==> src/common/mipsPkg.sv <==
////////////////////////////////////////////////////////////
// MIPS microsystem shared definitions
// Memory map, bus structs, interrupt positions, timer types
////////////////////////////////////////////////////////////
`default_nettype none

package mipsPkg;

    // Data memory window, 4 KB from address zero
    localparam int unsigned DM_WORDS = 1024;
    localparam logic [31:0] DM_BASE = 32'h0000_0000;
    localparam logic [31:0] DM_LIMIT = 32'h0000_0FFF;

    // Peripheral window, 16 bytes per timer
    localparam logic [31:0] TIMER0_BASE = 32'h0000_7F00;
    localparam logic [31:0] TIMER1_BASE = 32'h0000_7F10;
    localparam logic [31:0] PERIPH_LIMIT = TIMER1_BASE + 32'h0000_000F;

    // Positions in the hwInt[7:2] vector
    localparam int HWINT_TIMER0 = 2;
    localparam int HWINT_TIMER1 = 3;
    localparam int HWINT_EXT = 4;

    // Timer CTRL register fields
    localparam int CTRL_EN = 0;
    localparam int CTRL_MODE_LO = 1;
    localparam int CTRL_MODE_HI = 2;
    localparam int CTRL_MASK = 3;

    // CPU side request
    typedef struct packed {
        logic [31:0] addr;
        logic [31:0] wData;
        logic [3:0]  be;
        logic        write;
    } busReq_t;

    // Timer register access
    typedef struct packed {
        logic [1:0]  regIdx;
        logic [31:0] wData;
        logic        wEn;
    } periphReq_t;

    typedef enum logic [1:0] {
        regCtrl   = 2'd0,
        regPreset = 2'd1,
        regCount  = 2'd2
    } timerReg_e;

    typedef enum logic [1:0] {
        modeOneShot    = 2'd0,
        modeAutoReload = 2'd1
    } timerMode_e;

endpackage

`default_nettype wire
==> src/hdl/timer/timer.sv <==
////////////////////////////////////////////////////////////
// Programmable timer
// Down counter with one-shot and auto-reload modes and a
// masked interrupt
////////////////////////////////////////////////////////////
`timescale 1ns/100ps
`default_nettype none

module timer (
    input  logic                clk,
    input  logic                reset,
    input  mipsPkg::periphReq_t req,
    input  logic                sel,
    output logic [31:0]         rData,
    output logic                irq
);
    import mipsPkg::*;

    logic        enable;
    timerMode_e  mode;
    logic        mask;
    logic [31:0] preset;
    logic [31:0] count;
    logic        pending;
    logic        wrCtrl;
    logic        wrPreset;
    timerMode_e  wrMode;

    assign wrCtrl = sel && req.wEn && (req.regIdx == regCtrl);
    assign wrPreset = sel && req.wEn && (req.regIdx == regPreset);

    // Unused mode codes fall back to one-shot
    assign wrMode = (req.wData[CTRL_MODE_HI:CTRL_MODE_LO] == modeAutoReload) ?
                    modeAutoReload : modeOneShot;

    always_ff @(posedge clk) begin
        if (reset) begin
            enable <= 1'b0;
            mode <= modeOneShot;
            mask <= 1'b0;
            preset <= '0;
            count <= '0;
            pending <= 1'b0;
        end else begin
            if (enable) begin
                if (count > 32'd1) begin
                    count <= count - 32'd1;
                end else if (count == 32'd1) begin
                    // Terminal count
                    count <= '0;
                    pending <= 1'b1;
                    if (mode == modeOneShot) begin
                        enable <= 1'b0;
                    end
                end else if (mode == modeAutoReload) begin
                    count <= preset;
                end else begin
                    enable <= 1'b0;
                end
            end

            // Register writes take priority over counting
            if (wrCtrl) begin
                enable <= req.wData[CTRL_EN];
                mode <= wrMode;
                mask <= req.wData[CTRL_MASK];
                pending <= 1'b0;
            end
            if (wrPreset) begin
                preset <= req.wData;
                count <= req.wData;
            end
        end
    end

    always_comb begin
        rData = '0;
        case (req.regIdx)
            regCtrl:   rData = {28'd0, mask, mode, enable};
            regPreset: rData = preset;
            regCount:  rData = count;
            default:   rData = '0;
        endcase
    end

    assign irq = pending && mask;

endmodule

`default_nettype wire

==> config.mk <==
export PLATFORM = sky130hd
export DESIGN_NAME = timer
export DESIGN_NICKNAME = d
export VERILOG_FILES = /design/src/common/mipsPkg.sv /design/src/hdl/timer/timer.sv
export SDC_FILE = /design/constraint.sdc
export NUM_CORES = 1
export LEC_CHECK = 0
export ABC_AREA = 1
export BUFFER_PORTS_ARGS = -buffer_cell sky130_fd_sc_hd__buf_2
export CAP_MARGIN = 15
export CORE_ASPECT_RATIO = 1.2
export CORE_MARGIN = 8
export CORE_UTILIZATION = 58
export DETAILED_ROUTE_END_ITERATION = 8
export PLACE_DENSITY = 0.86
export RECOVER_POWER = 100
export SETUP_SLACK_MARGIN = 0.15
export SLEW_MARGIN = 20
export SYNTH_ARGS = -nofsm -noshare
export SYNTH_HDL_FRONTEND = slang
export SYNTH_SLANG_ARGS = --single-unit
export TNS_END_PERCENT = 100
==> constraint.sdc <==
create_clock -name clk -period 2.2 [get_ports clk]
set_input_delay 0.44 -clock clk [delete_from_list [all_inputs] [get_ports clk]]
set_output_delay 0.44 -clock clk [all_outputs]
set_load 0.02 [all_outputs]
==> impl_metrics.py <==
metrics = {
    "finish": {
        "finish.net_count": 948,
        "regArea_um2": 1361,
        "antennaDiodeCount": 0,
        "fillerInstances": 823,
        "final_common_cell": "sky130_fd_sc_hd__nand2_1",
        "flow.area_growth_from_synthesis_pct": 14.41,
        "post-route-util_pct": 67.17,
        "layout-drive-gt1-share_pct": 12.07,
        "multi_input_comb_area_um2": 2883,
        "final_cell_mix": "sky130_fd_sc_hd__nand2_1 (301), sky130_fd_sc_hd__nor2_1 (136), sky130_fd_sc_hd__nand3_1 (97)",
    },
    "power_and_ir_drop": {
        "ir_drop_uv": 357.1,
        "leakage_nw": 2.663,
        "p_per_area_nw_per_um2": 732.7,
    },
    "placed_design": {
        "numPortBuffers": 70,
        "dpl.hpwl_um": 10010,
        "place_congestion": 0.9807,
    },
    "logic_synthesis": {
        "yosysSeqAreaShare_pct": 28.92,
        "post_synth_main_area_contributors": "sky130_fd_sc_hd__dfxtp_1 (29%), sky130_fd_sc_hd__nand2_1 (24%), sky130_fd_sc_hd__nor2_1 (11%), sky130_fd_sc_hd__nand3_1 (10%), sky130_fd_sc_hd__inv_1 (6.1%)",
        "syn-mean-instance-area_um2": 5.570,
        "netlist-cell-type-count": 23,
        "ys_ff_latch": 68,
        "synthesis.nets": 885,
        "synth.largest_area_cell": "sky130_fd_sc_hd__dfxtp_1",
        "yosys_warnings": 0,
        "syn_area_um2": 4707,
        "post-synth-top-area-fraction_pct": 28.92,
        "post_synth_inst_count": 845,
    },
    "sta": {
        "count_of_endpoints_failing_hold_in_the_final_timing_report": 0,
        "maxSlewViolCount": 0,
        "setup_tns_ns": 0,
        "setup-violations-final": 0,
        "worst_pin_slew_ns": 0.7793,
        "rsz0062_at_grt": "false",
        "min_period_over_period_pct": 92.15,
        "fin_worst_skew_ns": 0.01126,
        "min_period_ns": 2.027,
        "slew_headroom_pct": 48.05,
        "f_max_ghz": 0.4933,
    },
    "floorplanning": {
        "initial_core_util_pct": 58.71,
        "die-area_um2": 11270,
        "ios": 71,
        "chipWidth_um": 98.24,
        "placementRows": 36,
        "coreArea_um2": 8018,
        "die_height_um": 114.7,
    },
    "worst_setup_path": {
        "worst_setup_path_end_kind": "output pin",
        "r2r_start": "count[17]",
        "cp_slowest_stage_delay_ns": 0.30,
        "cp.buffers_inverters": 3,
        "critPathMaxFanout": 17,
        "cell_type_group_with_the_largest_total_delay_on_the_critical_path": "buffers and inverters",
        "startpoint": "req[34]",
        "crit_top_cell": "sky130_fd_sc_hd__clkbuf_1",
        "crit_type": "primary input to output pin",
        "cp_data_required_time_ns": 1.76,
        "crit_path_cell_trace": "clkbuf_1 -> nor2_1 -> buf_4 -> nand2_1 -> o21ai_0 -> clkbuf_1",
        "cpMaxStageDelayCell": "sky130_fd_sc_hd__buf_4",
        "timing.critical_path.from_type": "primary input",
        "cp.arrival_ns": 1.59,
    },
    "worst_hold_path": {
        "worst_hold_startpoint": "req[4]",
        "hold_class": "primary input to flop",
    },
    "drt": {
        "vias_per_cell": 5.386,
        "routed_wl_um": 14160,
        "ant_nets_after_route": 0,
        "detailedRoute.firstIterationViolations": 374,
        "route.detailed.wl_per_inst_um": 14.07,
        "route.detailed.drc": 0,
        "number_of_detailed_routing_iterations_run_before_antenna_repair": 5,
        "routed-via-count": 5418,
    },
    "cts": {
        "cts_tree": "done",
        "cts_root_buf": "sky130_fd_sc_hd__clkbuf_8",
        "cts_buffers": 9,
        "cts_hold_bufs": 0,
        "post-cts-setup-buffers": 0,
        "cts-root-to-sink-buffers": 2,
        "cts_htree_levels": 3,
        "clk_latency_ns": 0.35,
        "clk_pin_slew_ns": 0.07,
        "postCtsResizedCells": 0,
        "clock_sink_count": 68,
    },
    "job": {
        "max-cap-violations": 0,
    },
    "global_route": {
        "grt_pass1_vias": 5205,
        "grt_first_pass_wirelength_um": 23240,
        "grt_remaining_overflow": 0,
        "grtUsageTotal_pct": 24.81,
        "grt_max_degree": 39,
        "number_of_antenna_violations_at_the_first_check_in_global_routing": 0,
    },
    "outcome": {
        "result_of_the_run": "finished, final reports clean",
    },
}
-- sequential cells by signal (all words and copies together) (netlist names) --
| name | count |
|---|---|
| mask | 1 |
| mode | 1 |
| pending | 1 |
| enable | 1 |
| count | 32 |
| preset | 32 |
-- cells by family after synthesis --
logic type | share of synthesized area (%)
buffers and inverters | 10.82
AND/OR/NAND/NOR | 49.31
AO/OA/AOI/OAI | 9.117
XOR/XNOR | 1.303
flip-flops | 28.92
adder cells (fa/ha/maj) | 0.5315
-- power breakdown --
part / internal [W] / total, W / switching (W)
clock network: 0.000572 / 0.00105 / 0.000476
registers: 0.00129 / 0.00135 / 0.0000613
logic: 0.000532 / 0.00154 / 0.00101
total: 0.00240 / 0.00395 / 0.00155
-- metrics by stage --
stage	instance area (µm²)	setup WS (ns)	power (W)	std cells	hold slack, ns
floorplan	4707	0.4609	0.002480	845	0.4402
detailed placement	5180	0.2316	0.002871	991	0.4676
global route	5385	0.07768	0.004219	1006	0.3576
CTS	5370	0.2016	0.003918	1005	0.3284
global placement	5180	0.2665	0.002854	991	0.4503
finish	5385	0.1728	0.003946	1006	0.3356
-- final timing paths --
kind	slack, ns	end	depth (start not counted)
min	0.34	mask	3
max	0.17	rData[31]	6
max reg2reg	0.20	count[13]	10
min reg2reg	0.48	pending	2
-- Yosys cell counts, drive strengths merged --
library cell and number:
nand3 98, dfxtp 68, nor2 145, buf 18, inv 77, ha 2, xor2 7, clkinv 1
clkbuf 26, o221ai 1, o211ai 2, nand4 9, nand2 310, o21ai 39, a21oi 42
-- worst min-delay path: cells and delay by family --
| family | cells | cell delay (ns) |
|---|---|---|
| and+or+nand+nor | 2 | 0.12 |
| buffers and inverters | 1 | 0.09 |
-- per-layer routing --
metal  track usage [%]  vias to the layer above  share of wire, %
met4             9.846                        0               2.7
li1                  -                     2762                 -
met5                 0                        -                 0
met1             27.45                     2410                40
met3             4.866                       35               6.7
met2             45.52                      211                51
-- cell type report --
type	instances	area share [%]
clock buffer	12	2.881
inverter	78	5.437
clock inverter	2	0.6506
tap	95	2.207
sequential	68	25.28
multi-input combinational	656	53.53
timing repair buffer	95	10.01
Power figures use the tool's default switching activity.
