File: src/common/mipsPkg.sv
////////////////////////////////////////////////////////////
// MIPS microsystem shared definitions
// Memory map, bus structs, interrupt positions, timer types
////////////////////////////////////////////////////////////
`default_nettype none

package mipsPkg;

    // Data memory window, 4 KB from address zero
    localparam int unsigned DM_WORDS = 1024;
    localparam logic [31:0] DM_BASE = 32'h0000_0000;
    localparam logic [31:0] DM_LIMIT = 32'h0000_0FFF;

    // Peripheral window, 16 bytes per timer
    localparam logic [31:0] TIMER0_BASE = 32'h0000_7F00;
    localparam logic [31:0] TIMER1_BASE = 32'h0000_7F10;
    localparam logic [31:0] PERIPH_LIMIT = TIMER1_BASE + 32'h0000_000F;

    // Positions in the hwInt[7:2] vector
    localparam int HWINT_TIMER0 = 2;
    localparam int HWINT_TIMER1 = 3;
    localparam int HWINT_EXT = 4;

    // Timer CTRL register fields
    localparam int CTRL_EN = 0;
    localparam int CTRL_MODE_LO = 1;
    localparam int CTRL_MODE_HI = 2;
    localparam int CTRL_MASK = 3;

    // CPU side request
    typedef struct packed {
        logic [31:0] addr;
        logic [31:0] wData;
        logic [3:0]  be;
        logic        write;
    } busReq_t;

    // Timer register access
    typedef struct packed {
        logic [1:0]  regIdx;
        logic [31:0] wData;
        logic        wEn;
    } periphReq_t;

    typedef enum logic [1:0] {
        regCtrl   = 2'd0,
        regPreset = 2'd1,
        regCount  = 2'd2
    } timerReg_e;

    typedef enum logic [1:0] {
        modeOneShot    = 2'd0,
        modeAutoReload = 2'd1
    } timerMode_e;

endpackage

`default_nettype wire
File: src/hdl/bridge/northBridge.sv
////////////////////////////////////////////////////////////
// North bridge
// Decodes CPU requests to data memory or south bridge and
// returns one response the cycle after each accept
////////////////////////////////////////////////////////////
`timescale 1ns/100ps
`default_nettype none

module northBridge (
    input  logic             clk,
    input  logic             reset,
    input  mipsPkg::busReq_t req,
    input  logic             reqValid,
    output logic             reqReady,
    output logic             rspValid,
    output logic [31:0]      rspData,
    output mipsPkg::busReq_t dmReq,
    output logic             dmSel,
    input  logic [31:0]      dmRData,
    output mipsPkg::busReq_t sbReq,
    output logic             sbSel,
    input  logic [31:0]      sbRData
);
    import mipsPkg::*;

    typedef enum logic [1:0] {
        srcNone,
        srcDm,
        srcSb
    } rspSrc_e;

    logic        accept;
    logic        dmHit;
    logic        sbHit;
    rspSrc_e     rspSrc;
    logic [31:0] sbRDataQ;

    // Address decode
    assign dmHit = (req.addr & ~(DM_LIMIT - DM_BASE)) == DM_BASE;
    assign sbHit = (req.addr >= TIMER0_BASE) && (req.addr <= PERIPH_LIMIT);

    // Only one request in flight, so stall during the response cycle
    assign reqReady = !rspValid;
    assign accept = reqValid && reqReady;

    assign dmSel = accept && dmHit;
    assign sbSel = accept && sbHit;
    assign dmReq = req;
    assign sbReq = req;

    always_ff @(posedge clk) begin
        if (reset) begin
            rspValid <= 1'b0;
            rspSrc <= srcNone;
        end else begin
            rspValid <= accept;
            if (accept) begin
                // Writes and unmapped reads answer with zero
                if (req.write) begin
                    rspSrc <= srcNone;
                end else if (dmHit) begin
                    rspSrc <= srcDm;
                end else if (sbHit) begin
                    rspSrc <= srcSb;
                end else begin
                    rspSrc <= srcNone;
                end
            end
        end
    end

    // Timer data is combinational, hold it for the response
    always_ff @(posedge clk) begin
        if (sbSel) begin
            sbRDataQ <= sbRData;
        end
    end

    always_comb begin
        rspData = '0;
        if (rspValid) begin
            case (rspSrc)
                srcDm:   rspData = dmRData;
                srcSb:   rspData = sbRDataQ;
                default: rspData = '0;
            endcase
        end
    end

endmodule

`default_nettype wire

File: config.mk
export PLATFORM = sky130hd
export DESIGN_NAME = northBridge
export DESIGN_NICKNAME = d
export VERILOG_FILES = /design/src/common/mipsPkg.sv /design/src/hdl/bridge/northBridge.sv
export SDC_FILE = /design/constraint.sdc
export NUM_CORES = 1
export LEC_CHECK = 0
export BUFFER_PORTS_ARGS = -buffer_cell sky130_fd_sc_hd__buf_2
export CAP_MARGIN = 20
export CORE_AREA = 2 2 119 121
export CTS_BUF_LIST = sky130_fd_sc_hd__clkbuf_16
export DETAILED_ROUTE_END_ITERATION = 16
export DIE_AREA = 0 0 121 123
export PLACE_DENSITY = 0.52
export SYNTH_ARGS = -nofsm -noshare
export SYNTH_HDL_FRONTEND = slang
export SYNTH_SLANG_ARGS = --single-unit
File: constraint.sdc
create_clock -name clk -period 5.4 [get_ports clk]
set_input_delay 0.27 -clock clk [delete_from_list [all_inputs] [get_ports clk]]
set_output_delay 0.27 -clock clk [all_outputs]
set_load 0.05 [all_outputs]
==> results.yml <==
synthesis:
  syn_avg_cell_area_um2: 9.56
  ys_seq_area_frac: 0.388
  ys.flop_type: "edfxtp_1"
  synth_area_um2: 2630
  synth_edf_count: 32
  synth_fp_nets: 413
  ys_types: 20
  synth-seq-cells: 35
  async_flop_share: 0
  postSynthCellCount: 275
  ys_warn_count: 0
sta:
  hold_violations: 0
  fin_crit_sh: 0.443
  rsz0062_at_grt: "no"
  tightest_slew_ns: 0.609
  layout_min_cycle_time_ns: 2.39
  final.setup_skew_ns: 0.00656
  setup_violations: 0
  maxSlewHeadroom: 0.594
  max_freq_mhz: 418
  setup_tns_ns: 0
  finalMaxSlewViolations: 0
setup_path:
  crit_type: "flop to output port"
  r2r_cells: 4
  crit_arrival_ns: 2.12
  cp.required_ns: 5.13
  critPathCapture: "rspData[29]"
  cp-startpoint: "rspSrc[0]$_SDFFE_PP0P_"
  reg2reg_from: "rspValid$_SDFF_PP0_"
  rrSetupSlack_ns: 3.65
  critPathMaxFanout: 22
  timing.rr.end: "sbRDataQ[19]$_DFFE_PP_"
  endpoint_kind: "output port"
  worst_setup_path_start_kind: "flop"
power:
  p_per_area_nw_per_um2: 247
  combPwrFrac: 0.206
  switchingPower_mw: 0.213
  p_leak_nw: 1.27
  sw_frac_of_total: 0.297
  clock_power_share: 0.382
  power.total_mw: 0.718
  ir_worst_vdd_mv: 0.0925
  p_seq_frac: 0.413
  internal_power_mw: 0.505
global_routing:
  grt.total_usage: 0.103
  grt_pass1_wl_mm: 11.2
  grt_pass1_vias: 1841
  grt_max_degree: 35
  grt_overflow: 0
  antenna_found_initial: 1
routing:
  drc: 0
  drt_iter0_drc: 37
  drt.antenna.violating_nets: 0
  wl_per_cell_um: 16.8
  vias_per_cell: 3.80
  num_vias: 1928
  first_pass_iters: 4
  wirelength_mm: 8.53
final_layout:
  layout-drive-gt1-share: 0.610
  area_growth_pct: 10.5
  num-fill-cells: 1503
  nets: 463
  regArea_um2: 1020
  multi_input_area_um2: 543
  finalCoreUtilization: 0.213
  finalInstanceArea_um2: 2910
cts:
  post_cts_resized: 0
  clk_latency_ns: 0.28
  cts_tree: "built"
  ctsHoldBuffers: 0
  htreeDepth: 2
  cts-root-buf: "clkbuf_16"
  clock_path_buffers: 2
  clkTransAtPathRegs_ns: 0.06
  numCtsBuffers: 5
  cts.sinks: 35
  post-cts-setup-buffer-count: 0
floorplan:
  die_h_um: 123
  fp.coreArea_um2: 13600
  dieArea_um2: 14900
  dieWidth_um: 121
  ioPinCount: 310
  initial_core_util: 0.193
  rows: 43
placement:
  globalplace.congestion: 0.663
  placed_area_um2: 2760
  io_buffers: 186
  dp_hpwl_mm: 7.26
hold_path:
  min_path_type: "input port to flop"
status:
  status: "completed"
run:
  max_cap_viol_count: 0
-- metal layers --
metal / up-vias / part of all wire / track usage / wire length [µm]
met5: - / 0 / 0 / 0
met4: 0 / 0.013 / 0.0363 / 110
met3: 12 / 0.13 / 0.0452 / 1080
met2: 183 / 0.54 / 0.196 / 4640
met1: 831 / 0.32 / 0.0993 / 2690
li1: 902 / - / - / -
-- layout by cell type (no fill, tap or decap) --
cell type   instances
buf_2             186
a22oi_1            32
a31o_1              1
nor4_4              1
or4_4               1
inv_1               4
buf_4               4
nor4_1              4
nand3_1             2
or4_1               1
diode_2             1
nor3_1              2
nand2_1             3
dfxtp_1             3
clkinv_2            1
clkbuf_16           5
edfxtp_1           32
nand4b_1            2
nand4_1             1
ha_1                2
nor2_1             35
a21oi_1             1
nor2b_1             1
clkinvlp_4          1
nand2b_1            1
-- worst min path at each step --
stage	depth (start not counted)	end	slack (ns)	start
2_1_floorplan	1	rspSrc[0]$_SDFFE_PP0P_	0.34	reset
3_3_place_gp	1	sbRDataQ[24]$_DFFE_PP_	0.45	sbRData[24]
3_5_place_dp	1	sbRDataQ[24]$_DFFE_PP_	0.45	sbRData[24]
4_1_cts	1	sbRDataQ[24]$_DFFE_PP_	0.15	sbRData[24]
5_1_grt	1	sbRDataQ[7]$_DFFE_PP_	0.15	sbRData[7]
6_report	1	sbRDataQ[24]$_DFFE_PP_	0.16	sbRData[24]
-- registers in the layout, indices dropped and copies added (netlist names) --
signal,count
sbRDataQ,32
rspSrc,2
rspValid,1
-- layout make-up --
type / count / area share
clock inverter: 3 / 0.00560
tap: 180 / 0.0775
multi-input combinational: 90 / 0.187
clock buffer: 5 / 0.0431
sequential: 35 / 0.351
inverter: 3 / 0.00388
antenna: 1 / 0.000861
timing repair buffer: 190 / 0.331
-- Yosys cell counts (2+ instances only) --
| cell | instances | area (µm²) |
|---|---|---|
| a22oi_1 | 32 | 240 |
| dfxtp_1 | 3 | 60.1 |
| clkbuf_1 | 9 | 33.8 |
| nor3_1 | 2 | 10.0 |
| ha_1 | 2 | 25.0 |
| nor4_1 | 5 | 31.3 |
| nand2_1 | 3 | 11.3 |
| nand4b_1 | 2 | 17.5 |
| nand3_1 | 2 | 10.0 |
| inv_1 | 3 | 11.3 |
| buf_4 | 138 | 1040 |
| edfxtp_1 | 32 | 961 |
| nor2_1 | 35 | 131 |
-- power groups by stage --
stage	sequential [mW]	clock (mW)	combinational, mW
3_5_place_dp	0.302	0	0.148
6_report	0.296	0.274	0.148
3_3_place_gp	0.302	0	0.148
4_1_cts	0.296	0.287	0.149
2_1_floorplan	0.303	0	0.280
5_1_grt	0.296	0.296	0.154
-- worst max-delay path: stages (launching register included) --
cell,delay [ns]
dfxtp_1,0.35
inv_1,0.05
ha_1,0.27
nand2b_1,0.41
buf_4,0.35
nor2_1,0.13
buf_2,0.27
-- logic make-up (layout without fill, tap and decap cells) --
| logic type | Yosys count | count (layout) | synth area share |
|---|---|---|---|
| AO/OA/AOI/OAI | 34 | 34 | 0.0966 |
| other | 0 | 1 | 0 |
| adder cells (fa/ha/maj) | 2 | 2 | 0.00951 |
| buffers and inverters | 150 | 201 | 0.411 |
| AND/OR/NAND/NOR | 54 | 54 | 0.0947 |
| flip-flops | 35 | 35 | 0.388 |
-- per-stage QoR --
| step | setup slack (ns) | hold WS [ns] | std cells |
|---|---|---|---|
| 2_1_floorplan | 1.49 | 0.339 | 275 |
| 6_report | 3.01 | 0.163 | 507 |
| 3_5_place_dp | 3.04 | 0.448 | 498 |
| 5_1_grt | 2.79 | 0.151 | 506 |
| 3_3_place_gp | 3.16 | 0.446 | 498 |
| 4_1_cts | 2.92 | 0.152 | 506 |
Power figures use the tool's default switching activity.
