===== src/common/mipsPkg.sv =====
////////////////////////////////////////////////////////////
// MIPS microsystem shared definitions
// Memory map, bus structs, interrupt positions, timer types
////////////////////////////////////////////////////////////
`default_nettype none

package mipsPkg;

    // Data memory window, 4 KB from address zero
    localparam int unsigned DM_WORDS = 1024;
    localparam logic [31:0] DM_BASE = 32'h0000_0000;
    localparam logic [31:0] DM_LIMIT = 32'h0000_0FFF;

    // Peripheral window, 16 bytes per timer
    localparam logic [31:0] TIMER0_BASE = 32'h0000_7F00;
    localparam logic [31:0] TIMER1_BASE = 32'h0000_7F10;
    localparam logic [31:0] PERIPH_LIMIT = TIMER1_BASE + 32'h0000_000F;

    // Positions in the hwInt[7:2] vector
    localparam int HWINT_TIMER0 = 2;
    localparam int HWINT_TIMER1 = 3;
    localparam int HWINT_EXT = 4;

    // Timer CTRL register fields
    localparam int CTRL_EN = 0;
    localparam int CTRL_MODE_LO = 1;
    localparam int CTRL_MODE_HI = 2;
    localparam int CTRL_MASK = 3;

    // CPU side request
    typedef struct packed {
        logic [31:0] addr;
        logic [31:0] wData;
        logic [3:0]  be;
        logic        write;
    } busReq_t;

    // Timer register access
    typedef struct packed {
        logic [1:0]  regIdx;
        logic [31:0] wData;
        logic        wEn;
    } periphReq_t;

    typedef enum logic [1:0] {
        regCtrl   = 2'd0,
        regPreset = 2'd1,
        regCount  = 2'd2
    } timerReg_e;

    typedef enum logic [1:0] {
        modeOneShot    = 2'd0,
        modeAutoReload = 2'd1
    } timerMode_e;

endpackage

`default_nettype wire

===== src/hdl/bridge/southBridge.sv =====
////////////////////////////////////////////////////////////
// South bridge
// Splits the peripheral window between the two timers,
// muxes their read data and builds the interrupt vector
////////////////////////////////////////////////////////////
`timescale 1ns/100ps
`default_nettype none

module southBridge (
    input  logic                 clk,
    input  mipsPkg::busReq_t     req,
    input  logic                 sel,
    output logic [31:0]          rData,
    output mipsPkg::periphReq_t  timer0Req,
    output mipsPkg::periphReq_t  timer1Req,
    output logic                 timer0Sel,
    output logic                 timer1Sel,
    input  logic [31:0]          timer0RData,
    input  logic [31:0]          timer1RData,
    input  logic                 timer0Irq,
    input  logic                 timer1Irq,
    input  logic                 extInt,
    output logic [7:2]           hwInt
);
    import mipsPkg::*;

    logic upperTimer;

    // Address bit 4 picks timer 1
    assign upperTimer = req.addr[4];
    assign timer0Sel = sel && !upperTimer;
    assign timer1Sel = sel && upperTimer;

    // Full word writes only, byte enables are not forwarded
    always_comb begin
        timer0Req.regIdx = req.addr[3:2];
        timer0Req.wData = req.wData;
        timer0Req.wEn = req.write && timer0Sel;

        timer1Req.regIdx = req.addr[3:2];
        timer1Req.wData = req.wData;
        timer1Req.wEn = req.write && timer1Sel;
    end

    always_comb begin
        rData = '0;
        if (timer0Sel) begin
            rData = timer0RData;
        end else if (timer1Sel) begin
            rData = timer1RData;
        end
    end

    // Fixed vector positions, upper bits unused
    always_comb begin
        hwInt = '0;
        hwInt[HWINT_TIMER0] = timer0Irq;
        hwInt[HWINT_TIMER1] = timer1Irq;
        hwInt[HWINT_EXT] = extInt;
    end

endmodule

`default_nettype wire


===== config.mk =====
export PLATFORM = sky130hd
export DESIGN_NAME = southBridge
export DESIGN_NICKNAME = d
export VERILOG_FILES = /design/src/common/mipsPkg.sv /design/src/hdl/bridge/southBridge.sv
export SDC_FILE = /design/constraint.sdc
export NUM_CORES = 1
export LEC_CHECK = 0
export BUFFER_PORTS_ARGS = -buffer_cell sky130_fd_sc_hd__buf_4
export CAP_MARGIN = 20
export CORE_AREA = 2 2 96 98
export DETAILED_ROUTE_END_ITERATION = 16
export DIE_AREA = 0 0 98 100
export PLACE_DENSITY = 0.53
export RECOVER_POWER = 100
export SETUP_SLACK_MARGIN = 0.4
export SYNTH_ARGS = -nofsm -noshare
export SYNTH_HDL_FRONTEND = slang
export SYNTH_SLANG_ARGS = --single-unit

===== constraint.sdc =====
create_clock -name vclk -period 1.5
set_input_delay 0 -clock vclk [all_inputs]
set_output_delay 0 -clock vclk [all_outputs]
set_load 0.05 [all_outputs]

==> results.sh, run 1 <==
export IMPL_num_rows=35
export IMPL_synth_top_area_cell="buf_4"
export IMPL_arrival_ps=1210
export IMPL_syn_area_um2=1190
export IMPL_route_detailed_wl_per_inst_um=11.0
export IMPL_yosys_top_cells_area="buf_4, mux2i_1, nor2b_1, buf_12, buf_6"
export IMPL_synth_seq_area_share=0
export IMPL_regArea_um2=0
export IMPL_p_int_mw=0.213
export IMPL_layout_drive_gt1_share=0.432
export IMPL_diodes=0
export IMPL_pwr_share_clk=0
export IMPL_dpl_worst_slack_ps=499
export IMPL_initial_core_util=0.134
export IMPL_synth_top_cell_area_share=0.467
export IMPL_setup_ws_ps=289
export IMPL_start_kind="input pin"
export IMPL_min_path_type="input pin to output port"
export IMPL_status="finished, final reports clean"
export IMPL_worst_slew_pin_slew_ps=622
export IMPL_timing_fmax_mhz=826
export IMPL_multi_input_area_um2=558
export IMPL_routed_wl_um=3160
export IMPL_fin_crit_sh=0.807
export IMPL_hold_viol=0
export IMPL_first_pass_iters=2
export IMPL_final_nets=316
export IMPL_grt_pass1_vias=883
export IMPL_die_area_um2=9800
export IMPL_portBuffers=103
export IMPL_finalMaxSlewViolations=0
export IMPL_grt_ovfl_total=0
export IMPL_worstSetupPathType="input pin to output port"
export IMPL_cap_violations=0
export IMPL_placeableCoreArea_um2=8890
export IMPL_path_cells="buf_4, buf_12, mux2i_1, nor2b_1, clkbuf_1"
export IMPL_synthCells=151
export IMPL_final_antenna_net_count=0
export IMPL_final_area_um2=1380
export IMPL_p_sw_frac=0.620
export IMPL_avgViaCountPerCell=3.29
export IMPL_antenna_found_initial=0
export IMPL_holdBufCountCts=0
export IMPL_dpl_cell_area_um2=1490
export IMPL_rsz0062_at_grt="false"
export IMPL_area_growth_pct=16.3
export IMPL_seq_power_share=0
export IMPL_hp_start="timer0Irq"
export IMPL_path_buf_inv=3
export IMPL_worstPathMaxFanout=19
export IMPL_finalPower_mw=0.560
export IMPL_ctsResizeCount=0
export IMPL_cpLargestDelayFamily="buffers and inverters"
export IMPL_hpwl_um=2580
export IMPL_switchingPower_mw=0.347
export IMPL_p_leak_nw=0.687
export IMPL_grt_start_max_net_pins=37
export IMPL_min_delay_path_depth=0
export IMPL_worstPathRequired_ps=1500
export IMPL_powerDensity_nw_per_um2=405
export IMPL_layoutNonFillerInstCount=287
export IMPL_num_vias=944
export IMPL_ir_drop_mv=0.0678
export IMPL_drt_iter0_markers=15
export IMPL_die_x_um=98
export IMPL_die_h_um=100
export IMPL_synth_distinct_cells=11
export IMPL_postCtsSetupBuffers=0
export IMPL_grt_use_total=0.0527
export IMPL_gp_congestion=0.646
export IMPL_avgSynthCellArea_um2=7.87
export IMPL_nFlopsAndLatches=0
export IMPL_hold_end="hwInt[2]"
export IMPL_remaining_drc_errors=0
export IMPL_setup_viol=0
export IMPL_grt_pass1_wl_um=4380
export IMPL_maxSlewHeadroom=0.587
export IMPL_fillers=1021
export IMPL_comb_power_share=1.000
export IMPL_hold_ws_ps=0.0193
export IMPL_ios=248
export IMPL_n_clock_buffer=0
export IMPL_ys_warn_count=0
export IMPL_fin_tns_setup_ps=0
export IMPL_final_util=0.156
export IMPL_min_period_ps=1210
export IMPL_cp_slowest_cell="clkbuf_1"
export IMPL_place_inst=287
export IMPL_crit_path_max_incr_delay_ps=480
export IMPL_end_kind="output port"
how the worst max path moves through the flow:
| stage | from | end | depth (start not counted) |
|---|---|---|---|
| 5_1_grt | req[41] | rData[26] | 5 |
| 3_3_place_gp | req[41] | rData[20] | 5 |
| 2_1_floorplan | req[41] | rData[10] | 4 |
| 4_1_cts | req[41] | rData[17] | 5 |
| 3_5_place_dp | req[41] | rData[17] | 5 |
| 6_report | req[41] | rData[3] | 5 |
cell usage after synthesis:
cell type	instances
buf_6	1
buf_12	3
and2_1	1
mux2i_1	32
nor2_1	1
nor2b_1	33
and3_1	1
buf_4	74
conb_1	1
nand2_1	1
clkbuf_1	3
power groups by stage:
stage / sequential [mW] / combinational [mW] / clock, mW
6_report: 0 / 0.560 / 0
5_1_grt: 0 / 0.595 / 0
4_1_cts: 0 / 0.609 / 0
3_5_place_dp: 0 / 0.609 / 0
3_3_place_gp: 0 / 0.604 / 0
2_1_floorplan: 0 / 0.893 / 0
area by class of cell:
cell class                      count  share of cell area
Timing Repair Buffer              104               0.496
Multi-Input combinational cell     72               0.404
Tap cell                          111               0.100
kinds of logic (layout without fill, tap and decap cells):
| group | Yosys count | after routing | synth area share |
|---|---|---|---|
| buf+inv | 81 | 104 | 0.537 |
| mux | 32 | 32 | 0.269 |
| other cells | 1 | 3 | 0.00315 |
| simple gates | 37 | 37 | 0.191 |
cell usage in the layout, fill, tap and decap left out:
cell type,n
nand2_1,1
clkbuf_1,28
mux2i_1,32
nor2b_1,33
nor2_1,1
conb_1,3
buf_4,74
and3_1,1
buf_12,1
and2_1,1
clkbuf_2,1
layer usage:
metal / track usage / wire length (um) / vias up
met1: 0.0534 / 1020 / 387
met3: 0.0188 / 471 / 33
met4: 0.0385 / 211 / 0
met5: 0 / 0 / -
li1: - / - / 452
met2: 0.0901 / 1460 / 72
Power figures use the tool's default switching activity.
==> inputs of run 2 (changes only) <==
--- a/config.mk
+++ b/config.mk
@@ -7,10 +7,10 @@
 export LEC_CHECK = 0
 export BUFFER_PORTS_ARGS = -buffer_cell sky130_fd_sc_hd__buf_4
 export CAP_MARGIN = 20
-export CORE_AREA = 2 2 96 98
+export CORE_AREA = 2 2 97 99
 export DETAILED_ROUTE_END_ITERATION = 16
-export DIE_AREA = 0 0 98 100
-export PLACE_DENSITY = 0.53
+export DIE_AREA = 0 0 99 101
+export PLACE_DENSITY = 0.54
 export RECOVER_POWER = 100
 export SETUP_SLACK_MARGIN = 0.4
 export SYNTH_ARGS = -nofsm -noshare
==> constraint.sdc (replaced) <==
create_clock -name vclk -period 1
set_input_delay 0 -clock vclk [all_inputs]
set_output_delay 0 -clock vclk [all_outputs]
set_load 0.05 [all_outputs]
==> run 2 against run 1 <==
Against the previous run: via count rose by 13%; non-clock buffer count grew 11; largest power group unchanged; sequential cell count unchanged; cell count up 3.8%; power rose by 150%.
==> results.sh, run 2 (synthesized netlist as in run 1, its figures left out) <==
export IMPL_arrival_ps=860
export IMPL_routed_wl_um=4040
export IMPL_status="finished, final reports clean"
export IMPL_placeableCoreArea_um2=8980
export IMPL_layout_drive_gt1_share=0.936
export IMPL_grt_ovfl_total=0
export IMPL_gp_congestion=0.660
export IMPL_n_clock_buffer=0
export IMPL_fin_tns_setup_ps=0
export IMPL_powerDensity_nw_per_um2=592
export IMPL_grt_pass1_vias=1175
export IMPL_avgViaCountPerCell=3.58
export IMPL_start_kind="input pin"
export IMPL_comb_power_share=1.000
export IMPL_grt_start_max_net_pins=19
export IMPL_area_growth_pct=95.5
export IMPL_first_pass_iters=3
export IMPL_setup_viol=0
export IMPL_switchingPower_mw=0.697
export IMPL_rsz0062_at_grt="true"
export IMPL_fin_crit_sh=0.857
export IMPL_mostFrequentLayoutCell="buf_4"
export IMPL_p_int_mw=0.679
export IMPL_num_vias=1067
export IMPL_seq_power_share=0
export IMPL_finalMaxSlewViolations=0
export IMPL_hold_ws_ps=0.0338
export IMPL_grt_pass1_wl_um=6010
export IMPL_cap_violations=0
export IMPL_regArea_um2=0
export IMPL_dpl_cell_area_um2=1810
export IMPL_dpl_worst_slack_ps=54.0
export IMPL_drt_iter0_markers=5
export IMPL_pwr_share_clk=0
export IMPL_diodes=0
export IMPL_final_nets=327
export IMPL_hpwl_um=2540
export IMPL_initial_core_util=0.132
export IMPL_worstPathRequired_ps=1000
export IMPL_grt_use_total=0.0754
export IMPL_final_area_um2=2320
export IMPL_hold_viol=0
export IMPL_ir_drop_mv=0.143
export IMPL_antenna_found_initial=0
export IMPL_remaining_drc_errors=0
export IMPL_route_detailed_wl_per_inst_um=13.6
export IMPL_ios=248
export IMPL_holdBufCountCts=0
export IMPL_min_period_ps=857
export IMPL_setup_ws_ps=143
export IMPL_end_kind="output port"
export IMPL_die_area_um2=10000
export IMPL_p_leak_nw=1.09
export IMPL_die_x_um=99
export IMPL_final_antenna_net_count=0
export IMPL_p_sw_frac=0.507
export IMPL_num_rows=35
export IMPL_timing_fmax_mhz=1170
export IMPL_worstPathMaxFanout=5
export IMPL_final_cell_mix="buf_4, nor2b_4, mux2i_4, clkbuf_2, buf_6"
export IMPL_min_path_type="input pin to output port"
export IMPL_worstSetupPathType="input pin to output port"
export IMPL_die_h_um=101
export IMPL_nFlopsAndLatches=0
export IMPL_portBuffers=103
## run 2: cell count changes in the layout (fill, tap and decap cells not counted), sizes merged
cell	change
bufbuf	+2
clkbuf	-6
buf	+15
## run 2: what timing repair did
item | in CTS | in global routing
pin swaps | 1 | 1
gates cloned | 6 | 0
resized for setup | 112 | 9
buffers inserted | 2 | 0
endpoints found under the setup margin | 36 | 36
## run 2: final timing paths
path,startpoint,end,slack [ps],depth (start not counted)
max,req[41],rData[14],140,5
min,req[25],timer0Req[21],0.03,0
## run 2: area by class of cell
| type | instances | area [um2] |
|---|---|---|
| Fill cell | 916 | 6650 |
| Multi-Input combinational cell | 72 | 1110 |
| Tap cell | 111 | 139 |
| Timing Repair Buffer | 115 | 1070 |
## run 2: per-layer routing
layer,vias to the layer above,share of wire,GRT usage
li1,482,-,-
met1,482,0.35,0.0828
met2,79,0.51,0.143
met3,24,0.096,0.0132
met4,0,0.042,0.0285
met5,-,0,0
## run 2: worst max-delay path: stages
cell and delay, ps:
buf_16 130, buf_16 150, mux2i_4 190, nor2b_4 100
clkbuf_2 280
## run 2: power by group through the flow
stage | logic [mW] | clock network, mW | registers [mW]
finish | 1.38 | 0 | 0
floorplan | 1.49 | 0 | 0
global placement | 1.08 | 0 | 0
global route | 1.44 | 0 | 0
detailed placement | 1.09 | 0 | 0
CTS | 1.54 | 0 | 0
## run 2: stage by stage
step / power (mW) / utilization / instances
global placement: 1.08 / 0.202 / 290
finish: 1.38 / 0.259 / 298
floorplan: 1.49 / - / 153
CTS: 1.54 / 0.287 / 298
detailed placement: 1.09 / 0.202 / 290
global route: 1.44 / 0.259 / 298
